==> src/design/rv_config.svh <==
`ifndef RV_CONFIG_SVH
`define RV_CONFIG_SVH

// Datapath and register file
`define RV_XLEN       32
`define RV_REG_COUNT  32

// Memory depths in words
`define RV_IMEM_WORDS 1024
`define RV_DMEM_WORDS 1024

// Fetch sequencing
`define RV_PC_STEP    4    // Bytes per instruction
`define RV_RESET_PC   0

`endif

==> src/design/rv_pkg.sv <==
`include "rv_config.svh"

package rv_pkg;

    typedef logic [`RV_XLEN-1:0] word_t;
    typedef logic [4:0] reg_addr_t;
    typedef logic [$clog2(`RV_IMEM_WORDS)-1:0] imem_addr_t;

    typedef enum logic [2:0] {
        ALU_ADD = 3'b000,
        ALU_SUB = 3'b001,
        ALU_AND = 3'b010,
        ALU_OR  = 3'b011,
        ALU_SLT = 3'b101
    } alu_op_t;

    typedef enum logic [1:0] {
        RES_ALU = 2'b00,
        RES_MEM = 2'b01,
        RES_PC4 = 2'b10
    } result_src_t;

    // Operand source in execute
    typedef enum logic [1:0] {
        FWD_REG = 2'b00,
        FWD_WB  = 2'b01,
        FWD_MEM = 2'b10
    } fwd_sel_t;

    typedef struct packed {
        logic        reg_write;
        logic        mem_write;
        logic        branch;
        logic        jump;
        logic        alu_src;   // Immediate as operand B
        result_src_t result_src;
        alu_op_t     alu_op;
    } ctrl_t;

    typedef struct packed {
        word_t instr;
        word_t pc;
        word_t pc_plus4;
    } if_id_t;

    typedef struct packed {
        ctrl_t     ctrl;
        word_t     rs1_data, rs2_data, imm;
        word_t     pc, pc_plus4;
        reg_addr_t rd, rs1, rs2;
    } id_ex_t;

    typedef struct packed {
        logic        reg_write;
        logic        mem_write;
        result_src_t result_src;
        word_t       alu_result, store_data, pc_plus4;
        reg_addr_t   rd;
    } ex_mem_t;

    typedef struct packed {
        logic        reg_write;
        result_src_t result_src;
        word_t       alu_result, read_data, pc_plus4;
        reg_addr_t   rd;
    } mem_wb_t;

endpackage

==> src/design/rv_hazard_if.sv <==
interface rv_hazard_if;
    import rv_pkg::*;

    // Source registers in decode and execute
    reg_addr_t rs1_d;
    reg_addr_t rs2_d;
    reg_addr_t rs1_e;
    reg_addr_t rs2_e;

    // Destinations further down the pipe
    reg_addr_t rd_e;
    logic      load_e;
    logic      redirect_e;
    reg_addr_t rd_m;
    logic      reg_write_m;
    reg_addr_t rd_w;
    logic      reg_write_w;

    logic      stall_f;
    logic      stall_d;
    logic      flush_d;
    logic      flush_e;
    fwd_sel_t  fwd_a;
    fwd_sel_t  fwd_b;

    modport fetch (input stall_f, stall_d, flush_d);
    modport decode (output rs1_d, rs2_d, input flush_e);
    modport execute (output rs1_e, rs2_e, rd_e, load_e, redirect_e, input fwd_a, fwd_b);
    modport memory (output rd_m, reg_write_m, rd_w, reg_write_w);
    modport unit (
        input  rs1_d, rs2_d, rs1_e, rs2_e, rd_e, load_e, redirect_e,
        input  rd_m, reg_write_m, rd_w, reg_write_w,
        output stall_f, stall_d, flush_d, flush_e, fwd_a, fwd_b
    );

endinterface

==> src/design/rv_hazard_unit.sv <==
module rv_hazard_unit (
    rv_hazard_if.unit hz
);
    import rv_pkg::*;

    logic load_use;

    // Youngest producer wins
    function automatic fwd_sel_t fwd_pick(
        input reg_addr_t src,
        input logic      wr_m,
        input reg_addr_t rd_m,
        input logic      wr_w,
        input reg_addr_t rd_w
    );
        if (wr_m && rd_m != '0 && rd_m == src) begin
            return FWD_MEM;
        end else if (wr_w && rd_w != '0 && rd_w == src) begin
            return FWD_WB;
        end
        return FWD_REG;
    endfunction

    assign load_use = hz.load_e && (hz.rd_e != '0) &&
                      (hz.rd_e == hz.rs1_d || hz.rd_e == hz.rs2_d);

    assign hz.stall_f = load_use;
    assign hz.stall_d = load_use;
    assign hz.flush_d = hz.redirect_e;
    assign hz.flush_e = load_use | hz.redirect_e;   // Bubble or wrong path

    assign hz.fwd_a = fwd_pick(hz.rs1_e, hz.reg_write_m, hz.rd_m, hz.reg_write_w, hz.rd_w);
    assign hz.fwd_b = fwd_pick(hz.rs2_e, hz.reg_write_m, hz.rd_m, hz.reg_write_w, hz.rd_w);

endmodule

==> src/flat_wrapper.sv <==
// flat-port wrapper written by rule: the top's interface ports become plain ports
module rv_hazard_unit_flat import rv_pkg::*;
  (hz_rs1_d, hz_rs2_d, hz_rs1_e, hz_rs2_e, hz_rd_e, hz_load_e, hz_redirect_e, hz_rd_m, hz_reg_write_m, hz_rd_w, hz_reg_write_w, hz_stall_f, hz_stall_d, hz_flush_d, hz_flush_e, hz_fwd_a, hz_fwd_b);
  rv_hazard_if hz_i ();
  input wire logic [$bits(hz_i.rs1_d)-1:0] hz_rs1_d;
  input wire logic [$bits(hz_i.rs2_d)-1:0] hz_rs2_d;
  input wire logic [$bits(hz_i.rs1_e)-1:0] hz_rs1_e;
  input wire logic [$bits(hz_i.rs2_e)-1:0] hz_rs2_e;
  input wire logic [$bits(hz_i.rd_e)-1:0] hz_rd_e;
  input wire logic [$bits(hz_i.load_e)-1:0] hz_load_e;
  input wire logic [$bits(hz_i.redirect_e)-1:0] hz_redirect_e;
  input wire logic [$bits(hz_i.rd_m)-1:0] hz_rd_m;
  input wire logic [$bits(hz_i.reg_write_m)-1:0] hz_reg_write_m;
  input wire logic [$bits(hz_i.rd_w)-1:0] hz_rd_w;
  input wire logic [$bits(hz_i.reg_write_w)-1:0] hz_reg_write_w;
  output wire logic [$bits(hz_i.stall_f)-1:0] hz_stall_f;
  output wire logic [$bits(hz_i.stall_d)-1:0] hz_stall_d;
  output wire logic [$bits(hz_i.flush_d)-1:0] hz_flush_d;
  output wire logic [$bits(hz_i.flush_e)-1:0] hz_flush_e;
  output wire logic [$bits(hz_i.fwd_a)-1:0] hz_fwd_a;
  output wire logic [$bits(hz_i.fwd_b)-1:0] hz_fwd_b;
  assign hz_i.rs1_d = hz_rs1_d;
  assign hz_i.rs2_d = hz_rs2_d;
  assign hz_i.rs1_e = hz_rs1_e;
  assign hz_i.rs2_e = hz_rs2_e;
  assign hz_i.rd_e = hz_rd_e;
  assign hz_i.load_e = hz_load_e;
  assign hz_i.redirect_e = hz_redirect_e;
  assign hz_i.rd_m = hz_rd_m;
  assign hz_i.reg_write_m = hz_reg_write_m;
  assign hz_i.rd_w = hz_rd_w;
  assign hz_i.reg_write_w = hz_reg_write_w;
  assign hz_stall_f = hz_i.stall_f;
  assign hz_stall_d = hz_i.stall_d;
  assign hz_flush_d = hz_i.flush_d;
  assign hz_flush_e = hz_i.flush_e;
  assign hz_fwd_a = hz_i.fwd_a;
  assign hz_fwd_b = hz_i.fwd_b;
  rv_hazard_unit u_core (.hz(hz_i));
endmodule
==> config.mk <==
export PLATFORM = sky130hd
export DESIGN_NAME = rv_hazard_unit_flat
export DESIGN_NICKNAME = d
export VERILOG_FILES = /design/src/design/rv_pkg.sv /design/src/design/rv_hazard_if.sv /design/src/design/rv_hazard_unit.sv /design/src/flat_wrapper.sv
export VERILOG_INCLUDE_DIRS = /design/src /design/src/design
export SDC_FILE = /design/constraint.sdc
export NUM_CORES = 1
export LEC_CHECK = 0
export BUFFER_PORTS_ARGS = -buffer_cell sky130_fd_sc_hd__buf_2
export CAP_MARGIN = 30
export CORE_AREA = 2 2 39 41
export DETAILED_ROUTE_END_ITERATION = 7
export DIE_AREA = 0 0 41 43
export PLACE_DENSITY = 0.71
export SYNTH_ARGS = -nofsm -noshare
export SYNTH_HDL_FRONTEND = slang
export SYNTH_SLANG_ARGS = --single-unit
==> constraint.sdc <==
create_clock -name vclk -period 2
set_input_delay 0.1 -clock vclk [all_inputs]
set_output_delay 0.1 -clock vclk [all_outputs]
set_load 0.01 [all_outputs]
# Yosys cells after proc, flatten, opt, wreduce, memory -nomap -nowiden
# Index checks and enable logic that the tools add are counted.
# Widths: inputs -> output; s select.
# totals
output_inout_bits	8
reg_bits	0
elab_cells	29
# op_classes
eq_ne	6
n_bitwise	1
n_reduce_logical	12
muxes	10
# ops
operator	n
$eq 5x5->1	6
$reduce_bool 5->1	3
$mux 2	6
$logic_and 1x1->1	8
$mux 1	4
$logic_or 1x1->1	1
$or 1x1->1	1

# Logic depth before layout (Yosys ltp)
# Gate-level depths: netlist of the first run.
# depth
ltp_word	6
mapped_depth	5

# Least setup slack after synthesis of the first run
# Ideal clock, no wire load.
# synth_timing
kind	input-to-output
startpoint	in hz_rd_m[4]
endpoint	out hz_fwd_a[0]
cell_stages	4
arrival_time_ps	1244
required_ps	1900
slack_ps	656
path_cell_list	or4_1 -> o21ai_2 -> nor4_1 -> nor4_2
# synth_via
elab_chain_cells	5
elab_cells_between_ends	7
cone_classes	eq/ne: 1; mux: 3; reduce/logical: 3
# synth_rtl
item	line	text
start: declaration	flat_wrapper.sv:12	input wire logic [$bits(hz_i.rd_m)-1:0] hz_rd_m;
$reduce_bool 5->1	rv_hazard_unit.sv:16	if (wr_m && rd_m != '0 && rd_m == src) begin
$logic_and 1x1->1	rv_hazard_unit.sv:16	
$logic_and 1x1->1 (*)	rv_hazard_unit.sv:16	
$mux 2 or $mux 1 (tied branches)	rv_hazard_unit.sv:16	
$mux 2 (*)	rv_hazard_unit.sv:21	return FWD_REG;
end: declaration	flat_wrapper.sv:20	output wire logic [$bits(hz_i.fwd_a)-1:0] hz_fwd_a;
# Every way passes the cells marked *; elsewhere a longest branch is shown, timed or not.

# Final worst setup path of the first run
# Ends and elaborated chain as after synthesis.

==> flow_summary.yaml, run 1 <==
setup_path:
  setup.worst_path.start: "hz_rd_m[4]"
  cp_max_fo: 3
  critPathLaunchType: "input port"
  end_kind: "primary output"
  critPathRequiredTime_ns: 1.90
  cp.arrival_ns: 1.46
  crit_type: "input port to primary output"
drt:
  vias: 529
  routed_wl_mm: 1.24
  first_pass_iters: 4
  viasPerCell: 4.64
  drc: 0
  ant_nets: 0
  drt_iter0_drc: 3
  wl_per_cell_um: 10.9
power:
  ir_worst_vdd_uv: 93.2
  power_density_nw_per_um2: 193
  leakagePower_nw: 0.333
sta:
  layout_worst_path_cycle_share_pct: 77.9
  clock.fmax_mhz: 641
  tightest_slew_ns: 0.492
  holdWs_ns: 0.394
  relSlewSlack_pct: 66.9
  grt_setup_unrepaired: "no"
  finalSetupTns_ns: 0
  post-route-min-period_ns: 1.56
  hold_viol_final: 0
  drv_slew: 0
  setup_viol: 0
logic_synthesis:
  syn_area_um2: 418
  yosysSeqAreaShare_pct: 0
  syn_avg_cell_area_um2: 7.88
  synth_largest_area_cell: "xor2_1"
  syn_inst: 53
  syn_nets: 92
  synth_commonest_cells: "xor2_1, xnor2_1, or4_1"
  netlist.area_leader.share_pct: 50.3
  synthTopCellsByArea: "xor2_1, xnor2_1, or4_1"
  yosysUniqueCellTypes: 14
  yosysMostFrequentCell: "xor2_1"
  synth_warnings: 0
placed_design:
  gp_congestion: 0.752
  dpl.hpwl_mm: 1.18
  io_buffers: 47
grt:
  grt_max_degree: 4
  grt_use_total_pct: 15.8
  grt_pass1_wl_mm: 2.06
  grt_pass1_vias: 499
  antenna_found_initial: 0
  overflow: 0
clocking:
  post_cts_buffers: 0
  cts_hold_buffers: 0
  cts_resized: 0
finish:
  regArea_um2: 0
  fin_nets: 139
  syn_to_final_growth_pct: 57.5
  numSequentialCells: 0
  nFillCells: 152
  clkbuf_count: 0
  final_util_pct: 47.6
  antennaDiodeCount: 0
  drive_gt1_share_pct: 51.0
floorplanning:
  io_pins: 47
  core_um2: 1380
  initial_core_util_pct: 30.2
  die_area_um2: 1760
  die_y_um: 43
  core.rowCount: 14
  die_w_um: 41
status:
  status: "finished clean"
hold_path:
  hold_class: "input port to primary output"
  holdCritStartpoint: "hz_redirect_e"
run:
  maxCapViolations: 0
[per-stage QoR]
| step | cell area (µm²) | power [mW] | instances | setup slack (ns) |
|---|---|---|---|---|
| after CTS | 658 | 0.128 | 114 | 0.430 |
| after detailed placement | 658 | 0.127 | 114 | 0.431 |
| after global placement | 658 | 0.125 | 114 | 0.495 |
| after global routing | 658 | 0.142 | 114 | 0.335 |
| after floorplan | 418 | 0.0607 | 53 | 0.656 |
| final | 658 | 0.127 | 114 | 0.441 |
[logic make-up (layout without fill, tap and decap cells)]
family	count (synthesis)	in the layout	share of synthesized area, %
XOR/XNOR	30	30	62.9
buffers and inverters	2	47	3.59
AND/OR/NAND/NOR	16	16	25.4
AO/OA/AOI/OAI	5	5	8.08
[report_power, final]
part	leakage [nW]	internal [mW]	switching, mW	total [mW]
registers	0	0	0	0
clock network	0	0	0	0
logic	0.333	0.0658	0.0610	0.127
total	0.333	0.0658	0.0610	0.127
[metal layers]
| metal | vias to the layer above | share of wire [%] | global-route usage, % |
|---|---|---|---|
| met5 | - | 0 | 0 |
| met4 | 0 | 0 | 1.33 |
| met3 | 0 | 2.3 | 0.524 |
| met2 | 6 | 57 | 27.5 |
| met1 | 247 | 40 | 21.2 |
| li1 | 276 | - | - |
[worst max-delay path, cell delays in order]
cell,delay [ns]
buf_2,0.12
or4_1,0.55
o21ai_2,0.16
nor4_1,0.10
nor4_2,0.26
buf_2,0.17
[area by class of cell]
cell class                 instances  area (µm²)  share of cell area, %
multi-input combinational         51         403                   61.2
tap                               16        20.0                   3.04
timing repair buffer              47         235                   35.7
[cells in the final DEF (no fill, tap or decap)]
master / n
xor2_1: 24
nor2_1: 3
nor4_1: 2
xnor2_1: 6
nor3_1: 2
o21bai_1: 1
buf_2: 47
or4_1: 5
o21ai_0: 1
nor4_2: 2
nand3_1: 2
o21ai_2: 1
o21ai_1: 1
a22oi_1: 1
[final timing paths]
kind              slack (ns)           to  cells past startpoint
setup / recovery        0.44  hz_fwd_a[0]                      6
hold / removal          0.39   hz_flush_d                      2
No activity file was read; power rests on OpenSTA's default activity.
==> inputs of run 2 (changes only) <==
- ABC_AREA: default -> 1
- CORE_AREA: 2 2 39 41 -> default
- CORE_MARGIN: default -> 2
- CORE_UTILIZATION: default -> 36
- DIE_AREA: 0 0 41 43 -> default
- PLACE_DENSITY: 0.71 -> 0.77
- clock period: 2 -> 1.3 ns (I/O delays scaled with it)
==> flow_summary.yaml, run 2 <==
status:
  status: "finished clean"
setup_path:
  cp_slowest_stage_delay_ns: 0.21
  critPathRequiredTime_ns: 1.24
  cp.arrival_ns: 0.84
  end_kind: "primary output"
  crit_family: "simple AND/OR/NAND/NOR gates"
  cp_max_fo: 4
  path_buf_inv: 3
  crit_chain: "buf_2 > nor3_1 > nand3_1 > nand2_1 > inv_1 > nand2_1 > nand2_1 > buf_2"
  critPathLaunchType: "input port"
  crit_top_cell: "nand2_1"
  crit_type: "input port to primary output"
  path_depth: 8
  slowest_stage: "nor3_1"
logic_synthesis:
  syn_avg_cell_area_um2: 5.22
  synth_largest_area_cell: "xnor2_1"
  synth_commonest_cells: "nand2_1, xnor2_1, nor2_1"
  syn_area_um2: 527
  syn_inst: 101
  netlist.area_leader.share_pct: 26.6
  yosysMostFrequentCell: "nand2_1"
  synth_warnings: 0
  syn_nets: 140
  yosysUniqueCellTypes: 13
  synthTopCellsByArea: "xnor2_1, nand2_1, nor2_1"
  yosysSeqAreaShare_pct: 0
finish:
  final_util_pct: 57.4
  regArea_um2: 0
  drive_gt1_share_pct: 37.7
  antennaDiodeCount: 0
  clkbuf_count: 0
  layoutNonFillerInstCount: 161
  final_cell_mix: "buf_2, nand2_1, xnor2_1"
  fin_nets: 187
  final_common_cell: "buf_2"
  postLayoutCellArea_um2: 766
  numSequentialCells: 0
  syn_to_final_growth_pct: 45.4
sta:
  layout_worst_path_cycle_share_pct: 69.5
  drv_slew: 0
  clock.fmax_mhz: 1110
  post-route-min-period_ns: 0.904
  hold_viol_final: 0
  finalSetupTns_ns: 0
  grt_setup_unrepaired: "no"
  tightest_slew_ns: 0.181
  setup_viol: 0
  relSlewSlack_pct: 87.9
floorplanning:
  die_w_um: 42.3
  core_um2: 1330
  initial_core_util_pct: 39.5
  die_y_um: 42.3
  core.rowCount: 13
  io_pins: 47
  die_area_um2: 1790
grt:
  grt_use_total_pct: 14.3
  grt_pass1_wl_mm: 2.17
  antenna_found_initial: 0
  overflow: 0
  grt_max_degree: 5
  grt_pass1_vias: 597
drt:
  wl_per_cell_um: 8.21
  first_pass_iters: 4
  drt_iter0_drc: 10
  ant_nets: 0
  routed_wl_mm: 1.32
  drc: 0
  vias: 700
  viasPerCell: 4.35
power:
  leakagePower_nw: 0.474
  p_total_mw: 0.230
  power_density_nw_per_um2: 301
  ir_worst_vdd_uv: 159
placed_design:
  gp_congestion: 0.865
  io_buffers: 47
  postPlaceCellArea_um2: 766
  dpl.cell_count: 161
  dpl.hpwl_mm: 1.26
hold_path:
  min_path_cells: 2
  hold_class: "input port to primary output"
clocking:
  post_cts_buffers: 0
  cts_hold_buffers: 0
  cts_resized: 0
run:
  maxCapViolations: 0
==> run 2: cell types whose count changed after synthesis, moves of 2 or more <==
cell | before | now
nor2_1 | 3 | 14
nor3_2 | 0 | 2
inv_1 | 0 | 11
nor4_1 | 2 | 0
nor4_2 | 2 | 0
inv_2 | 0 | 5
nand2_1 | 0 | 33
xor2_1 | 24 | 6
or4_1 | 5 | 0
nand3_1 | 2 | 6
xnor2_1 | 6 | 16
==> run 2: cell families after synthesis <==
group                  share of synthesized area, %
AND/OR/NAND/NOR                                48.5
XOR/XNOR                                       36.6
buffers and inverters                          15.0
==> run 2: where the power goes <==
| part | internal (mW) | total [mW] | switching (mW) |
|---|---|---|---|
| Clock | 0 | 0 | 0 |
| Combinational | 0.116 | 0.230 | 0.114 |
| Sequential | 0 | 0 | 0 |
==> run 2: final cells by class <==
type | instances | area, µm²
multi-input combinational | 82 | 448
fill | 134 | 568
inverter | 17 | 63.8
timing repair buffer | 47 | 235
tap | 15 | 18.8
==> run 2: path summary, 6_finish.rpt <==
check	from	endpoint	slack, ns
worst max-delay path	hz_rd_e[2]	hz_flush_e	0.40
worst min-delay path	hz_redirect_e	hz_flush_d	0.33
==> run 2: per-stage QoR <==
stage	hold slack [ns]	setup slack [ns]
detailed placement	0.328	0.389
finish	0.327	0.396
CTS	0.328	0.384
global route	0.339	0.315
global placement	0.328	0.386
floorplan	0.222	0.569
==> run 2: metal layers <==
layer	share of wire [%]	vias up	global-route usage (%)
met4	0	0	0
met5	0	-	0
met2	52	27	29.5
li1	-	387	-
met1	41	286	16.5
met3	7.0	0	0.862
==> inputs of run 3 (changes only) <==
- clock period: 1.3 -> 0.8 ns (I/O delays scaled with it)
==> flow_summary.yaml, run 3 (synthesized netlist as in run 2, its figures left out) <==
status:
  status: "complete, but fails checks"
  violations: "setup timing"
floorplanning:
  die_w_um: 42.3
  die_y_um: 42.3
  io_pins: 47
  core_um2: 1330
  core.rowCount: 13
  initial_core_util_pct: 39.5
  die_area_um2: 1790
finish:
  postLayoutCellArea_um2: 1130
  final_common_cell: "nand2_1"
  clkbuf_count: 0
  layoutNonFillerInstCount: 162
  drive_gt1_share_pct: 55.8
  syn_to_final_growth_pct: 114
  final_cell_mix: "nand2_1, buf_2, buf_6"
  fin_nets: 188
  multiInputGateArea_um2: 613
  final_util_pct: 84.4
  nFillCells: 83
  antennaDiodeCount: 0
  regArea_um2: 0
  numSequentialCells: 0
power:
  p_int_mw: 0.345
  power_density_nw_per_um2: 547
  leakagePower_nw: 0.633
  swShare_pct: 44.0
  power_switching_mw: 0.271
  seqPwrFrac_pct: 0
  p_clk_share_pct: 0
  p_comb_share_pct: 100.0
  p_total_mw: 0.616
  ir_worst_vdd_uv: 378
sta:
  post-route-min-period_ns: 0.964
  layout_worst_path_cycle_share_pct: 121
  relSlewSlack_pct: 86.4
  drv_slew: 0
  setup_viol: 7
  hold_viol_final: 0
  grt_setup_unrepaired: "yes"
  fin_ws_ns: -0.164
  tightest_slew_ns: 0.203
  clock.fmax_mhz: 1040
setup_path:
  critPathRequiredTime_ns: 0.76
  crit_type: "input port to primary output"
  end_kind: "primary output"
  critPathLaunchType: "input port"
  cp.arrival_ns: 0.92
  cp_max_fo: 2
drt:
  vias: 840
  wl_per_cell_um: 13.8
  drc: 0
  drt_iter0_drc: 8
  ant_nets: 0
  viasPerCell: 5.19
  routed_wl_mm: 2.24
  first_pass_iters: 4
grt:
  grt_pass1_vias: 762
  overflow: 0
  antenna_found_initial: 0
  grt_use_total_pct: 19.7
  grt_pass1_wl_mm: 2.83
  grt_max_degree: 5
clocking:
  cts_hold_buffers: 0
placed_design:
  postPlaceCellArea_um2: 773
  gp_congestion: 0.872
  dp_slack_ns: -0.0562
  dpl.hpwl_mm: 1.30
  dpl.cell_count: 162
  io_buffers: 47
hold_path:
  hold_class: "input port to primary output"
run:
  maxCapViolations: 0
## run 3: cell count changes in the layout (fill, tap and decap cells not counted), sizes merged
cell    change
buf         +1
inv         +1
clkinv      -1
## run 3: metal layers
metal	routed length [µm]	share of wire [%]	global-route usage (%)	up-vias
met2	1210	54	40.6	53
met1	734	33	18.9	377
met5	0	0	0	-
met4	136	6.1	10.6	0
met3	158	7.1	0.431	14
li1	-	-	-	396
## run 3: what timing repair did
item / in CTS / in global routing
buffers inserted: 0 / 0
pin swaps: 12 / 33
setup endpoints to repair: 7 / 7
gates resized for setup: 26 / 56
## run 3: final cells by class
class	count	share of cell area [%]
timing repair buffer	48	38.2
tap	15	1.67
multi-input combinational	82	54.4
inverter	17	5.67
## run 3: critical path, stage by stage
cell and delay (ns):
buf_4 0.13, xnor2_1 0.16, nand2_1 0.09, nor2_1 0.15, nand3_1 0.11, nor2_1 0.10
buf_2 0.13
## run 3: worst paths after layout
kind	from	end	slack, ns	cells after the start
worst max-delay path	hz_rs1_e[1]	hz_fwd_a[0]	-0.16	7
worst min-delay path	hz_redirect_e	hz_flush_d	0.28	2
## run 3: power by group through the flow
stage	logic (mW)	clock network (mW)	registers, mW
detailed placement	0.383	0	0
finish	0.616	0	0
global placement	0.374	0	0
floorplan	0.203	0	0
global route	0.666	0	0
CTS	0.447	0	0
## run 3: per-stage QoR
step                      setup TNS [ns]  hold WS, ns
after global placement            -0.223        0.278
final                             -0.427        0.279
after global routing              -0.989        0.295
after detailed placement          -0.238        0.280
after floorplan                        0        0.172
after CTS                        -0.0582        0.280
