===== src/design/rv_config.svh =====
`ifndef RV_CONFIG_SVH
`define RV_CONFIG_SVH

// Datapath and register file
`define RV_XLEN       32
`define RV_REG_COUNT  32

// Memory depths in words
`define RV_IMEM_WORDS 1024
`define RV_DMEM_WORDS 1024

// Fetch sequencing
`define RV_PC_STEP    4    // Bytes per instruction
`define RV_RESET_PC   0

`endif


===== src/design/rv_pkg.sv =====
`include "rv_config.svh"

package rv_pkg;

    typedef logic [`RV_XLEN-1:0] word_t;
    typedef logic [4:0] reg_addr_t;
    typedef logic [$clog2(`RV_IMEM_WORDS)-1:0] imem_addr_t;

    typedef enum logic [2:0] {
        ALU_ADD = 3'b000,
        ALU_SUB = 3'b001,
        ALU_AND = 3'b010,
        ALU_OR  = 3'b011,
        ALU_SLT = 3'b101
    } alu_op_t;

    typedef enum logic [1:0] {
        RES_ALU = 2'b00,
        RES_MEM = 2'b01,
        RES_PC4 = 2'b10
    } result_src_t;

    // Operand source in execute
    typedef enum logic [1:0] {
        FWD_REG = 2'b00,
        FWD_WB  = 2'b01,
        FWD_MEM = 2'b10
    } fwd_sel_t;

    typedef struct packed {
        logic        reg_write;
        logic        mem_write;
        logic        branch;
        logic        jump;
        logic        alu_src;   // Immediate as operand B
        result_src_t result_src;
        alu_op_t     alu_op;
    } ctrl_t;

    typedef struct packed {
        word_t instr;
        word_t pc;
        word_t pc_plus4;
    } if_id_t;

    typedef struct packed {
        ctrl_t     ctrl;
        word_t     rs1_data, rs2_data, imm;
        word_t     pc, pc_plus4;
        reg_addr_t rd, rs1, rs2;
    } id_ex_t;

    typedef struct packed {
        logic        reg_write;
        logic        mem_write;
        result_src_t result_src;
        word_t       alu_result, store_data, pc_plus4;
        reg_addr_t   rd;
    } ex_mem_t;

    typedef struct packed {
        logic        reg_write;
        result_src_t result_src;
        word_t       alu_result, read_data, pc_plus4;
        reg_addr_t   rd;
    } mem_wb_t;

endpackage


===== src/design/rv_hazard_if.sv =====
interface rv_hazard_if;
    import rv_pkg::*;

    // Source registers in decode and execute
    reg_addr_t rs1_d;
    reg_addr_t rs2_d;
    reg_addr_t rs1_e;
    reg_addr_t rs2_e;

    // Destinations further down the pipe
    reg_addr_t rd_e;
    logic      load_e;
    logic      redirect_e;
    reg_addr_t rd_m;
    logic      reg_write_m;
    reg_addr_t rd_w;
    logic      reg_write_w;

    logic      stall_f;
    logic      stall_d;
    logic      flush_d;
    logic      flush_e;
    fwd_sel_t  fwd_a;
    fwd_sel_t  fwd_b;

    modport fetch (input stall_f, stall_d, flush_d);
    modport decode (output rs1_d, rs2_d, input flush_e);
    modport execute (output rs1_e, rs2_e, rd_e, load_e, redirect_e, input fwd_a, fwd_b);
    modport memory (output rd_m, reg_write_m, rd_w, reg_write_w);
    modport unit (
        input  rs1_d, rs2_d, rs1_e, rs2_e, rd_e, load_e, redirect_e,
        input  rd_m, reg_write_m, rd_w, reg_write_w,
        output stall_f, stall_d, flush_d, flush_e, fwd_a, fwd_b
    );

endinterface


===== src/design/rv_execute.sv =====
`include "rv_config.svh"

module rv_execute (
    input  logic            clk,
    input  logic            rst,
    input  rv_pkg::id_ex_t  id_ex,
    input  rv_pkg::word_t   mem_fwd,
    input  rv_pkg::word_t   wb_fwd,
    rv_hazard_if.execute    hz,
    output logic            redirect,
    output rv_pkg::word_t   target,
    output rv_pkg::ex_mem_t ex_mem
);
    import rv_pkg::*;

    localparam int MSB = `RV_XLEN - 1;

    word_t src_a;
    word_t fwd_b_data;
    word_t src_b;
    word_t b_op;
    word_t sum;
    logic  subtract;
    logic  overflow;
    logic  less;
    logic  zero;
    word_t alu_result;

    function automatic word_t fwd_pick(
        input fwd_sel_t sel,
        input word_t    reg_val,
        input word_t    mem_val,
        input word_t    wb_val
    );
        case (sel)
            FWD_MEM: return mem_val;
            FWD_WB:  return wb_val;
            default: return reg_val;
        endcase
    endfunction

    assign src_a      = fwd_pick(hz.fwd_a, id_ex.rs1_data, mem_fwd, wb_fwd);
    assign fwd_b_data = fwd_pick(hz.fwd_b, id_ex.rs2_data, mem_fwd, wb_fwd);
    assign src_b      = id_ex.ctrl.alu_src ? id_ex.imm : fwd_b_data;

    // SUB and SLT add the inverted operand plus one
    assign subtract = id_ex.ctrl.alu_op inside {ALU_SUB, ALU_SLT};
    assign b_op     = subtract ? ~src_b : src_b;
    assign sum      = src_a + b_op + word_t'(subtract);
    assign overflow = ~(src_a[MSB] ^ b_op[MSB]) & (src_a[MSB] ^ sum[MSB]);
    assign less     = sum[MSB] ^ overflow;   // Signed compare

    always_comb begin
        case (id_ex.ctrl.alu_op)
            ALU_AND: alu_result = src_a & src_b;
            ALU_OR:  alu_result = src_a | src_b;
            ALU_SLT: alu_result = word_t'(less);
            default: alu_result = sum;
        endcase
    end

    assign zero     = (alu_result == '0);
    assign redirect = id_ex.ctrl.jump | (id_ex.ctrl.branch & zero);
    assign target   = id_ex.pc + id_ex.imm;

    always_ff @(posedge clk or posedge rst) begin
        if (rst) begin
            ex_mem <= '0;
        end else begin
            ex_mem.reg_write  <= id_ex.ctrl.reg_write;
            ex_mem.mem_write  <= id_ex.ctrl.mem_write;
            ex_mem.result_src <= id_ex.ctrl.result_src;
            ex_mem.alu_result <= alu_result;
            ex_mem.store_data <= fwd_b_data;
            ex_mem.pc_plus4   <= id_ex.pc_plus4;
            ex_mem.rd         <= id_ex.rd;
        end
    end

    assign hz.rs1_e      = id_ex.rs1;
    assign hz.rs2_e      = id_ex.rs2;
    assign hz.rd_e       = id_ex.rd;
    assign hz.load_e     = (id_ex.ctrl.result_src == RES_MEM);
    assign hz.redirect_e = redirect;

endmodule


===== src/flat_wrapper.sv =====
// flat-port wrapper written by rule: the top's interface ports become plain ports
module rv_execute_flat import rv_pkg::*;
  (clk, rst, id_ex, mem_fwd, wb_fwd, redirect, target, ex_mem, hz_rs1_e, hz_rs2_e, hz_rd_e, hz_load_e, hz_redirect_e, hz_fwd_a, hz_fwd_b);
  rv_hazard_if hz_i ();
  input  logic clk;
  input  logic rst;
  input  rv_pkg::id_ex_t id_ex;
  input  rv_pkg::word_t mem_fwd;
  input  rv_pkg::word_t wb_fwd;
  output logic redirect;
  output rv_pkg::word_t target;
  output rv_pkg::ex_mem_t ex_mem;
  output wire logic [$bits(hz_i.rs1_e)-1:0] hz_rs1_e;
  output wire logic [$bits(hz_i.rs2_e)-1:0] hz_rs2_e;
  output wire logic [$bits(hz_i.rd_e)-1:0] hz_rd_e;
  output wire logic [$bits(hz_i.load_e)-1:0] hz_load_e;
  output wire logic [$bits(hz_i.redirect_e)-1:0] hz_redirect_e;
  input wire logic [$bits(hz_i.fwd_a)-1:0] hz_fwd_a;
  input wire logic [$bits(hz_i.fwd_b)-1:0] hz_fwd_b;
  assign hz_rs1_e = hz_i.rs1_e;
  assign hz_rs2_e = hz_i.rs2_e;
  assign hz_rd_e = hz_i.rd_e;
  assign hz_load_e = hz_i.load_e;
  assign hz_redirect_e = hz_i.redirect_e;
  assign hz_i.fwd_a = hz_fwd_a;
  assign hz_i.fwd_b = hz_fwd_b;
  rv_execute u_core (.clk(clk), .rst(rst), .id_ex(id_ex), .mem_fwd(mem_fwd), .wb_fwd(wb_fwd), .hz(hz_i), .redirect(redirect), .target(target), .ex_mem(ex_mem));
endmodule

===== config.mk =====
export PLATFORM = sky130hd
export DESIGN_NAME = rv_execute_flat
export DESIGN_NICKNAME = d
export VERILOG_FILES = /design/src/design/rv_pkg.sv /design/src/design/rv_hazard_if.sv /design/src/design/rv_execute.sv /design/src/flat_wrapper.sv
export VERILOG_INCLUDE_DIRS = /design/src /design/src/design
export SDC_FILE = /design/constraint.sdc
export NUM_CORES = 1
export LEC_CHECK = 0
export CAP_MARGIN = 20
export CORE_AREA = 2 2 161 163
export CTS_BUF_LIST = sky130_fd_sc_hd__clkbuf_4 sky130_fd_sc_hd__clkbuf_8
export DETAILED_ROUTE_END_ITERATION = 10
export DIE_AREA = 0 0 163 165
export DONT_BUFFER_PORTS = 1
export PLACE_DENSITY = 0.52
export SLEW_MARGIN = 20
export SYNTH_ARGS = -nofsm -noshare
export SYNTH_HDL_FRONTEND = slang
export SYNTH_SLANG_ARGS = --single-unit

===== constraint.sdc =====
create_clock -name clk -period 6.5 [get_ports clk]
set_clock_uncertainty 0.05 [all_clocks]
set_input_delay 0.325 -clock clk [delete_from_list [all_inputs] [get_ports clk]]
set_output_delay 0.325 -clock clk [all_outputs]
set_load 0.02 [all_outputs]

# Word-level counts from Yosys, hierarchy flattened
# Index checks and enable logic that the tools add are counted.
[word_totals]
regBits = 105
input_bits = 255
out_inout_bits = 155
elab_cells = 36
[classes]
bitwise_logic = 10
eq_ne = 9
n_reduce_logical = 2
add_sub_neg = 3
muxes = 5
[op_table]
columns = ["op", "count"]
rows = [
  ["$pmux 32 s2", 2],
  ["$pmux 32 s3", 1],
  ["$add 32x32->32", 2],
  ["$mux 32", 2],
  ["$add 32x1->32", 1],
  ["$and 32x32->32", 1],
  ["$logic_not 32->1", 1],
  ["$not 32->32", 1],
  ["$or 32x32->32", 1],
  ["$eq 2x1->1 const B", 3],
  ["$eq 3x2->1 const B", 2],
  ["$eq 2x2->1 const B", 2],
  ["$eq 3x1->1 const B", 1],
  ["$eq 3x3->1 const B", 1],
  ["$xor 1x1->1", 3],
  ["$and 1x1->1", 2],
  ["$reduce_bool 2->1", 1],
  ["$not 1->1", 1],
  ["$or 1x1->1", 1],
]

# Depth between registers and ports, before layout
# Gate-level depths: netlist of the first run.
[logic_depth]
depth_word = 14
depth_mapped = 24
mapped_depth_nobuf = 18

# Worst setup path after synthesis of the first run
# Ideal clock, no wire load.
[synth_path]
kind = "in2out"
start = "input hz_fwd_b[0]"
end = "output redirect"
path_stages = 23
path_slack_ps = 425
arrival_time_ps = 5700
required_time_ps = 6125
cell_sequence = "inv_1 > ha_1 > buf_4 > buf_4 > buf_2 > clkbuf_1 > o21ai_1 > mux2_2 > xnor2_1 > ha_1 > clkbuf_1 > a21o_1 > a311o_1 > a21oi_1 > nand4_1 > a32o_1 > a221o_1 > nor4_1 > or4bb_1 > nor4_1 > or4b_1 > o41ai_2 > buf_4"
[synth_rtl]
columns = ["element", "line_no", "source"]
rows = [
  ["start, declared", "flat_wrapper.sv:19", "input wire logic [$bits(hz_i.fwd_b)-1:0] hz_fwd_b;"],
  ["$eq 2x1->1 / $eq 2x2->1 (equally long branches)", "rv_execute.sv:35", "case (sel)"],
  ["$pmux 32 s2 *", "rv_execute.sv:35", ""],
  ["named net u_core.fwd_b_data[15]", "rv_execute.sv:19", "word_t fwd_b_data;"],
  ["$mux 32 *", "rv_execute.sv:44", "assign src_b = id_ex.ctrl.alu_src ? id_ex.imm : fwd_b_data;"],
  ["$not 32->32", "rv_execute.sv:48", "assign b_op = subtract ? ~src_b : src_b;"],
  ["$mux 32 *", "rv_execute.sv:48", ""],
  ["$add 32x32->32 *", "rv_execute.sv:49", "assign sum = src_a + b_op + word_t'(subtract);"],
  ["$add 32x1->32 *", "rv_execute.sv:49", ""],
  ["$pmux 32 s3 *", "rv_execute.sv:54", "case (id_ex.ctrl.alu_op)"],
  ["named net u_core.alu_result[18]", "rv_execute.sv:27", "word_t alu_result;"],
  ["$logic_not 32->1 *", "rv_execute.sv:62", "assign zero = (alu_result == '0);"],
  ["$and 1x1->1 *", "rv_execute.sv:63", "assign redirect = id_ex.ctrl.jump | (id_ex.ctrl.branch & zero);"],
  ["$or 1x1->1 *", "rv_execute.sv:63", ""],
  ["end, declared", "flat_wrapper.sv:10", "output logic redirect;"],
]
# The timed path passes the listed nets; every way through them passes the cells marked *.

# Worst setup path in the final report of the first run
# Ends and elaborated chain as after synthesis.

==> flow_summary.toml, run 1 <==
[placement]
portBuffers = 0
hpwl_microns = 27780
place_congestion = 0.9364
dpl_worst_slack_ns = 0.4084
placedCellCount = 1297

[worst_setup_path]
crit_chain = "inv_1 -> ha_2 -> buf_4 -> o21ai_1 -> mux2_2 -> xnor2_1 -> ha_1 -> a21o_1 -> a311o_1 -> a21oi_1 -> nand4_1 -> a32o_1 -> a221o_1 -> nor4_1 -> or4bb_1 -> nor4_1 -> or4b_1 -> o41ai_2 -> buf_6"
crit_fanout = 26
cp_top_family = "compound AO/OA/AOI/OAI gates"
startpoint_type = "input pin"
max_stage_delay_ns = 0.56
cp-end-kind = "primary output"
crit_required_ns = 6.12
cp_slowest_cell = "or4bb_1"
crit_type = "input pin to primary output"
critPathBufInv = 3
cp.arrival_ns = 5.74
crit_path_frequent_cell = "nor4_1"

[layout]
nFillCells = 2606
final_cells = 1359
top_register = "u_core.ex_mem"
syn_to_final_growth_pct = 10.21
drive_gt1_share_pct = 7.872
reg_top3 = "u_core.ex_mem: 105 flops"
largest_reg_flops = 105
fin_nets = 1346
num_antenna_cells = 0

[global_route]
grt_pass1_wl_microns = 50030
grt_max_degree = 55
grt_pass1_vias = 8140
groute.usage.overall_pct = 24.64
grt_antenna_before_repair = 0
overflow = 0

[logic_synthesis]
synth_compound_area_share_pct = 25.40
yosys.area_share.simple_pct = 14.10
yosysWarnings = 0
synth_edf_count = 0
synthesis.area_sq_mm = 0.008838
syn_inst = 1018
yosysTopAreaCell = "dfrtp_1"
synth_cell_types = 77
postSynthRegisterBits = 105
yosysSeqAreaShare_pct = 29.73
synthTopCellsByCount = "nand2_1, dfrtp_1, o21ai_0, ha_1, a22oi_1"
synth_top_family_by_area = "compound AO/OA/AOI/OAI gates"
async_flop_share_pct = 100.0
synth_xor_area_share_pct = 8.423
muxShareOfSynthArea_pct = 4.162
yosys-top-cells-area = "dfrtp_1, ha_1, xnor2_1"
synthFlopType = "dfrtp_1"
synth_top_cell_area_share_pct = 29.73
synth_nets = 1340
syn_avg_cell_area_sq_um = 8.682
synth_most_common_cell = "nand2_1"
synthAdderAreaFrac_pct = 13.19

[die]
io_pins = 410
core_sq_mm = 0.02504
die_h_microns = 165
start_util_pct = 35.30
num_rows = 58
die_width_microns = 163
die_area_sq_mm = 0.02690

[sta]
fin_hold_ws_ns = 0.01909
finalHoldViolCount = 0
setup_viol = 0
slew_violations = 0
setup_tns_ns = 0
fmax_mhz = 163.6
layout_setup_ws_ns = 0.3882
finalCriticalPeriod_ns = 6.112
rsz0062_at_grt = "false"
worst_pin_slew_ns = 0.7557
finalCritPeriodShare_pct = 94.03
relSlewSlack_pct = 49.50

[route]
avgRoutedWirePerCell_microns = 25.03
dr_total_vias = 8058
drc = 0
drt_iter0_drc = 489
dr.pass1.iters = 5
vias_per_cell = 5.929
drt-total-wl_microns = 34020
ant_nets = 0

[cts]
root_buffer = "clkbuf_8"
cts_buffer_depth = 2
cts-htree-levels = 3
cts_buffers = 9
cts_tree = "built"
numClockSinks = 105
post_cts_buffers = 0
clk_pin_slew_ns = 0.13

[run_status]
outcome = "finished clean"

[hold_path]
hp-class = "input pin to flop"

[power_and_ir_drop]
p_leak_nw = 4.038
vdd_drop_max_mv = 0.1043
powerDensity_mw_per_mm2 = 257.2

[job]
cap_violations = 0
[cells by family (layout without fill, tap and decap cells)]
family          count (synthesis)  count (layout)
simple gates                  263             263
buf+inv                        97             108
compound gates                338             338
flops                         105             105
xor+xnor                       85              85
fa+ha+maj                      98              98
mux                            32              32
[cell type report]
| class | instances | area (sq um) | area share, % |
|---|---|---|---|
| Clock buffer | 9 | 123.9 | 1.272 |
| Clock inverter | 7 | 91.34 | 0.9377 |
| Inverter | 31 | 118.9 | 1.220 |
| Multi-Input combinational cell | 816 | 5789 | 59.43 |
| Sequential cell | 105 | 2628 | 26.97 |
| Tap cell | 330 | 412.9 | 4.239 |
| Timing Repair Buffer | 61 | 576.8 | 5.922 |
[routing by layer]
layer	GRT usage [%]	up-vias	wire, microns
li1	-	3737	-
met1	27.97	3866	13350
met2	45.70	404	17220
met3	6.328	51	2666
met4	6.557	0	791
met5	0	-	0
[cell usage in the layout (no fill, tap or decap), types with 4 or more instances in the layout]
cell	Yosys	layout
xnor2_1	59	59
xor2_1	26	26
o21ai_1	19	19
nor3_1	23	23
nand2b_1	9	8
o21a_1	12	12
nand2_1	107	107
a31o_2	4	4
a222oi_1	4	4
clkbuf_8	0	9
o211ai_1	5	5
nor2b_1	11	11
o21bai_1	6	6
dlygate4sd3_1	0	46
nor2_1	46	46
buf_4	18	14
a21o_1	23	23
a22o_1	7	7
a22oi_1	62	62
mux2_2	27	27
or4_1	4	4
o31ai_1	6	6
and2_1	6	6
maj3_1	29	29
and3_1	6	6
nand4_1	9	9
o21ai_0	82	82
a211oi_1	7	7
dfrtp_1	105	105
ha_1	65	63
a31oi_1	8	8
nand3_1	17	17
or3_1	6	6
inv_1	30	29
a21oi_1	55	55
[where the power goes]
| part | internal (mW) | switching, mW |
|---|---|---|
| Sequential | 0.760 | 0.209 |
| Combinational | 0.424 | 0.668 |
| Clock | 0.159 | 0.285 |
[repair_timing]
item | in CTS | in global routing
hold endpoints to repair | 96 | 0
setup endpoints to repair | 0 | 2
gates resized for setup | 0 | 2
hold buffers | 46 | 0
[through the flow]
step / area (sq um) / power, mW / util, %
after CTS: 9728 / 2.527 / 38.86
after global routing: 9741 / 2.682 / 38.91
after detailed placement: 9052 / 2.052 / 36.16
after global placement: 9052 / 2.057 / 36.16
after floorplan: 8838 / 1.784 / -
final: 9741 / 2.505 / 38.91
[final timing paths]
| kind | startpoint | to | slack, ns | cells past startpoint |
|---|---|---|---|---|
| max in group asynchronous | rst | u_core.ex_mem[40] | 4.73 | 3 |
| hold / removal | id_ex[137] | u_core.ex_mem[63] | 0.02 | 2 |
| min in group asynchronous | rst | u_core.ex_mem[17] | 0.43 | 2 |
| setup / recovery | hz_fwd_b[0] | redirect | 0.39 | 19 |
Power figures use the tool's default switching activity.
==> run 2, diff against run 1 <==
CTS_BUF_LIST = sky130_fd_sc_hd__clkbuf_8 sky130_fd_sc_hd__clkbuf_16   (was sky130_fd_sc_hd__clkbuf_4 sky130_fd_sc_hd__clkbuf_8)
CTS_CLUSTER_SIZE = 10   (was unset)
==> flow_summary.toml, run 2 (synthesis gave the netlist of run 1 again) <==
[die]
num_rows = 58
start_util_pct = 35.30
io_pins = 410
die_area_sq_mm = 0.02690
core_sq_mm = 0.02504
die_h_microns = 165
die_width_microns = 163

[placement]
placedCellCount = 1297
place_congestion = 0.9364
hpwl_microns = 27780
portBuffers = 0

[worst_setup_path]
crit_type = "input pin to primary output"
cp-end-kind = "primary output"
crit_required_ns = 6.12
crit_fanout = 26
startpoint_type = "input pin"
cp.arrival_ns = 5.75

[route]
vias_per_cell = 5.923
drt-total-wl_microns = 33840
dr_total_vias = 8026
ant_nets = 0
drt_iter0_drc = 517
avgRoutedWirePerCell_microns = 24.97
drc = 0
dr.pass1.iters = 5

[layout]
fin_nets = 1342
drive_gt1_share_pct = 7.902
final_cells = 1355
num_antenna_cells = 0
final_cell_mix = "nand2_1, dfrtp_1, o21ai_0"
syn_to_final_growth_pct = 10.90
top_register = "u_core.ex_mem"
layout_commonest_cell = "nand2_1"
largest_reg_flops = 105
reg_top3 = "u_core.ex_mem: 105 flops"

[sta]
fmax_mhz = 163.4
rsz0062_at_grt = "false"
slew_violations = 0
relSlewSlack_pct = 49.03
worst_pin_slew_ns = 0.7626
setup_tns_ns = 0
finalCriticalPeriod_ns = 6.121
setup_viol = 0
finalHoldViolCount = 0
fin_hold_ws_ns = 0.04726
finalCritPeriodShare_pct = 94.17

[cts]
cts-htree-levels = 3
root_buffer = "clkbuf_16"
clk_pin_slew_ns = 0.09
numClockSinks = 105
cts_tree = "built"
cts_buffer_depth = 2
cts_buffers = 9

[global_route]
grt_antenna_before_repair = 0
grt_max_degree = 55
overflow = 0
grt_pass1_vias = 8088
groute.usage.overall_pct = 24.54
grt_pass1_wl_microns = 49790

[power_and_ir_drop]
vdd_drop_max_mv = 0.1683
finalPower_mw = 2.632
p_leak_nw = 4.068
powerDensity_mw_per_mm2 = 268.5

[job]
cap_violations = 0

[run_status]
outcome = "finished clean"

[hold_path]
hp-class = "input pin to flop"
-- run 2: cell count changes in the layout (fill, tap and decap cells not counted) --
cell,previous run,this run
clkbuf_16,0,9
clkbuf_8,9,0
dlygate4sd3_1,46,42
-- run 2: final timing paths --
kind	start	end	slack, ns	cells past startpoint
max in group asynchronous	rst	u_core.ex_mem[40]	4.68	3
setup / recovery	hz_fwd_b[0]	redirect	0.38	19
hold / removal	id_ex[115]	u_core.ex_mem[41]	0.05	2
min in group asynchronous	rst	u_core.ex_mem[17]	0.48	2
-- run 2: what timing repair did --
| action | 4_1_cts | 5_1_grt |
|---|---|---|
| hold buffers | 42 | 0 |
| buffers inserted | 0 | 0 |
| endpoints found under the setup margin | 0 | 2 |
| hold endpoints to repair | 92 | 0 |
| resized for setup | 0 | 2 |
-- run 2: layout make-up --
cell class,instances,area (sq um)
inverters,31,118.9
clock buffers,9,225.2
flip-flops and latches,105,2628
well taps,330,412.9
fillers,2594,15230
multi-input cells,816,5789
clock inverters,7,91.34
repair buffers,57,536.8
-- run 2: critical path: stages --
cell and delay [ns]:
inv_1 0.03, ha_2 0.48, buf_4 0.33, o21ai_0 0.21
mux2_2 0.33, xnor2_1 0.13, ha_1 0.40, and2_1 0.19
a221o_1 0.38, a31oi_1 0.26, o31ai_1 0.15, xor2_1 0.18
a221o_1 0.32, nor4_1 0.15, or4bb_1 0.56, nor4_1 0.36
or4b_1 0.48, o41ai_2 0.26, buf_6 0.21
-- run 2: report_power, final --
| part | internal, mW | switching, mW |
|---|---|---|
| clock network | 0.280 | 0.294 |
| logic | 0.422 | 0.667 |
| registers | 0.760 | 0.209 |
-- run 2: routing by layer --
layer	up-vias	GRT usage, %	wire, microns
met5	-	0	0
met4	0	6.356	793
met3	54	6.580	2664
met2	391	45.47	17090
met1	3844	27.78	13290
li1	3737	-	-
-- run 2: metrics by stage --
stage / utilization, % / worst slack, ns / cell area, sq um
5_1_grt: 39.15 / 0.02451 / 9802
3_3_place_gp: 36.16 / 0.4364 / 9052
2_1_floorplan: - / 0.4249 / 8838
4_1_cts: 39.10 / 0.3752 / 9789
6_report: 39.15 / 0.3791 / 9802
3_5_place_dp: 36.16 / 0.4084 / 9052
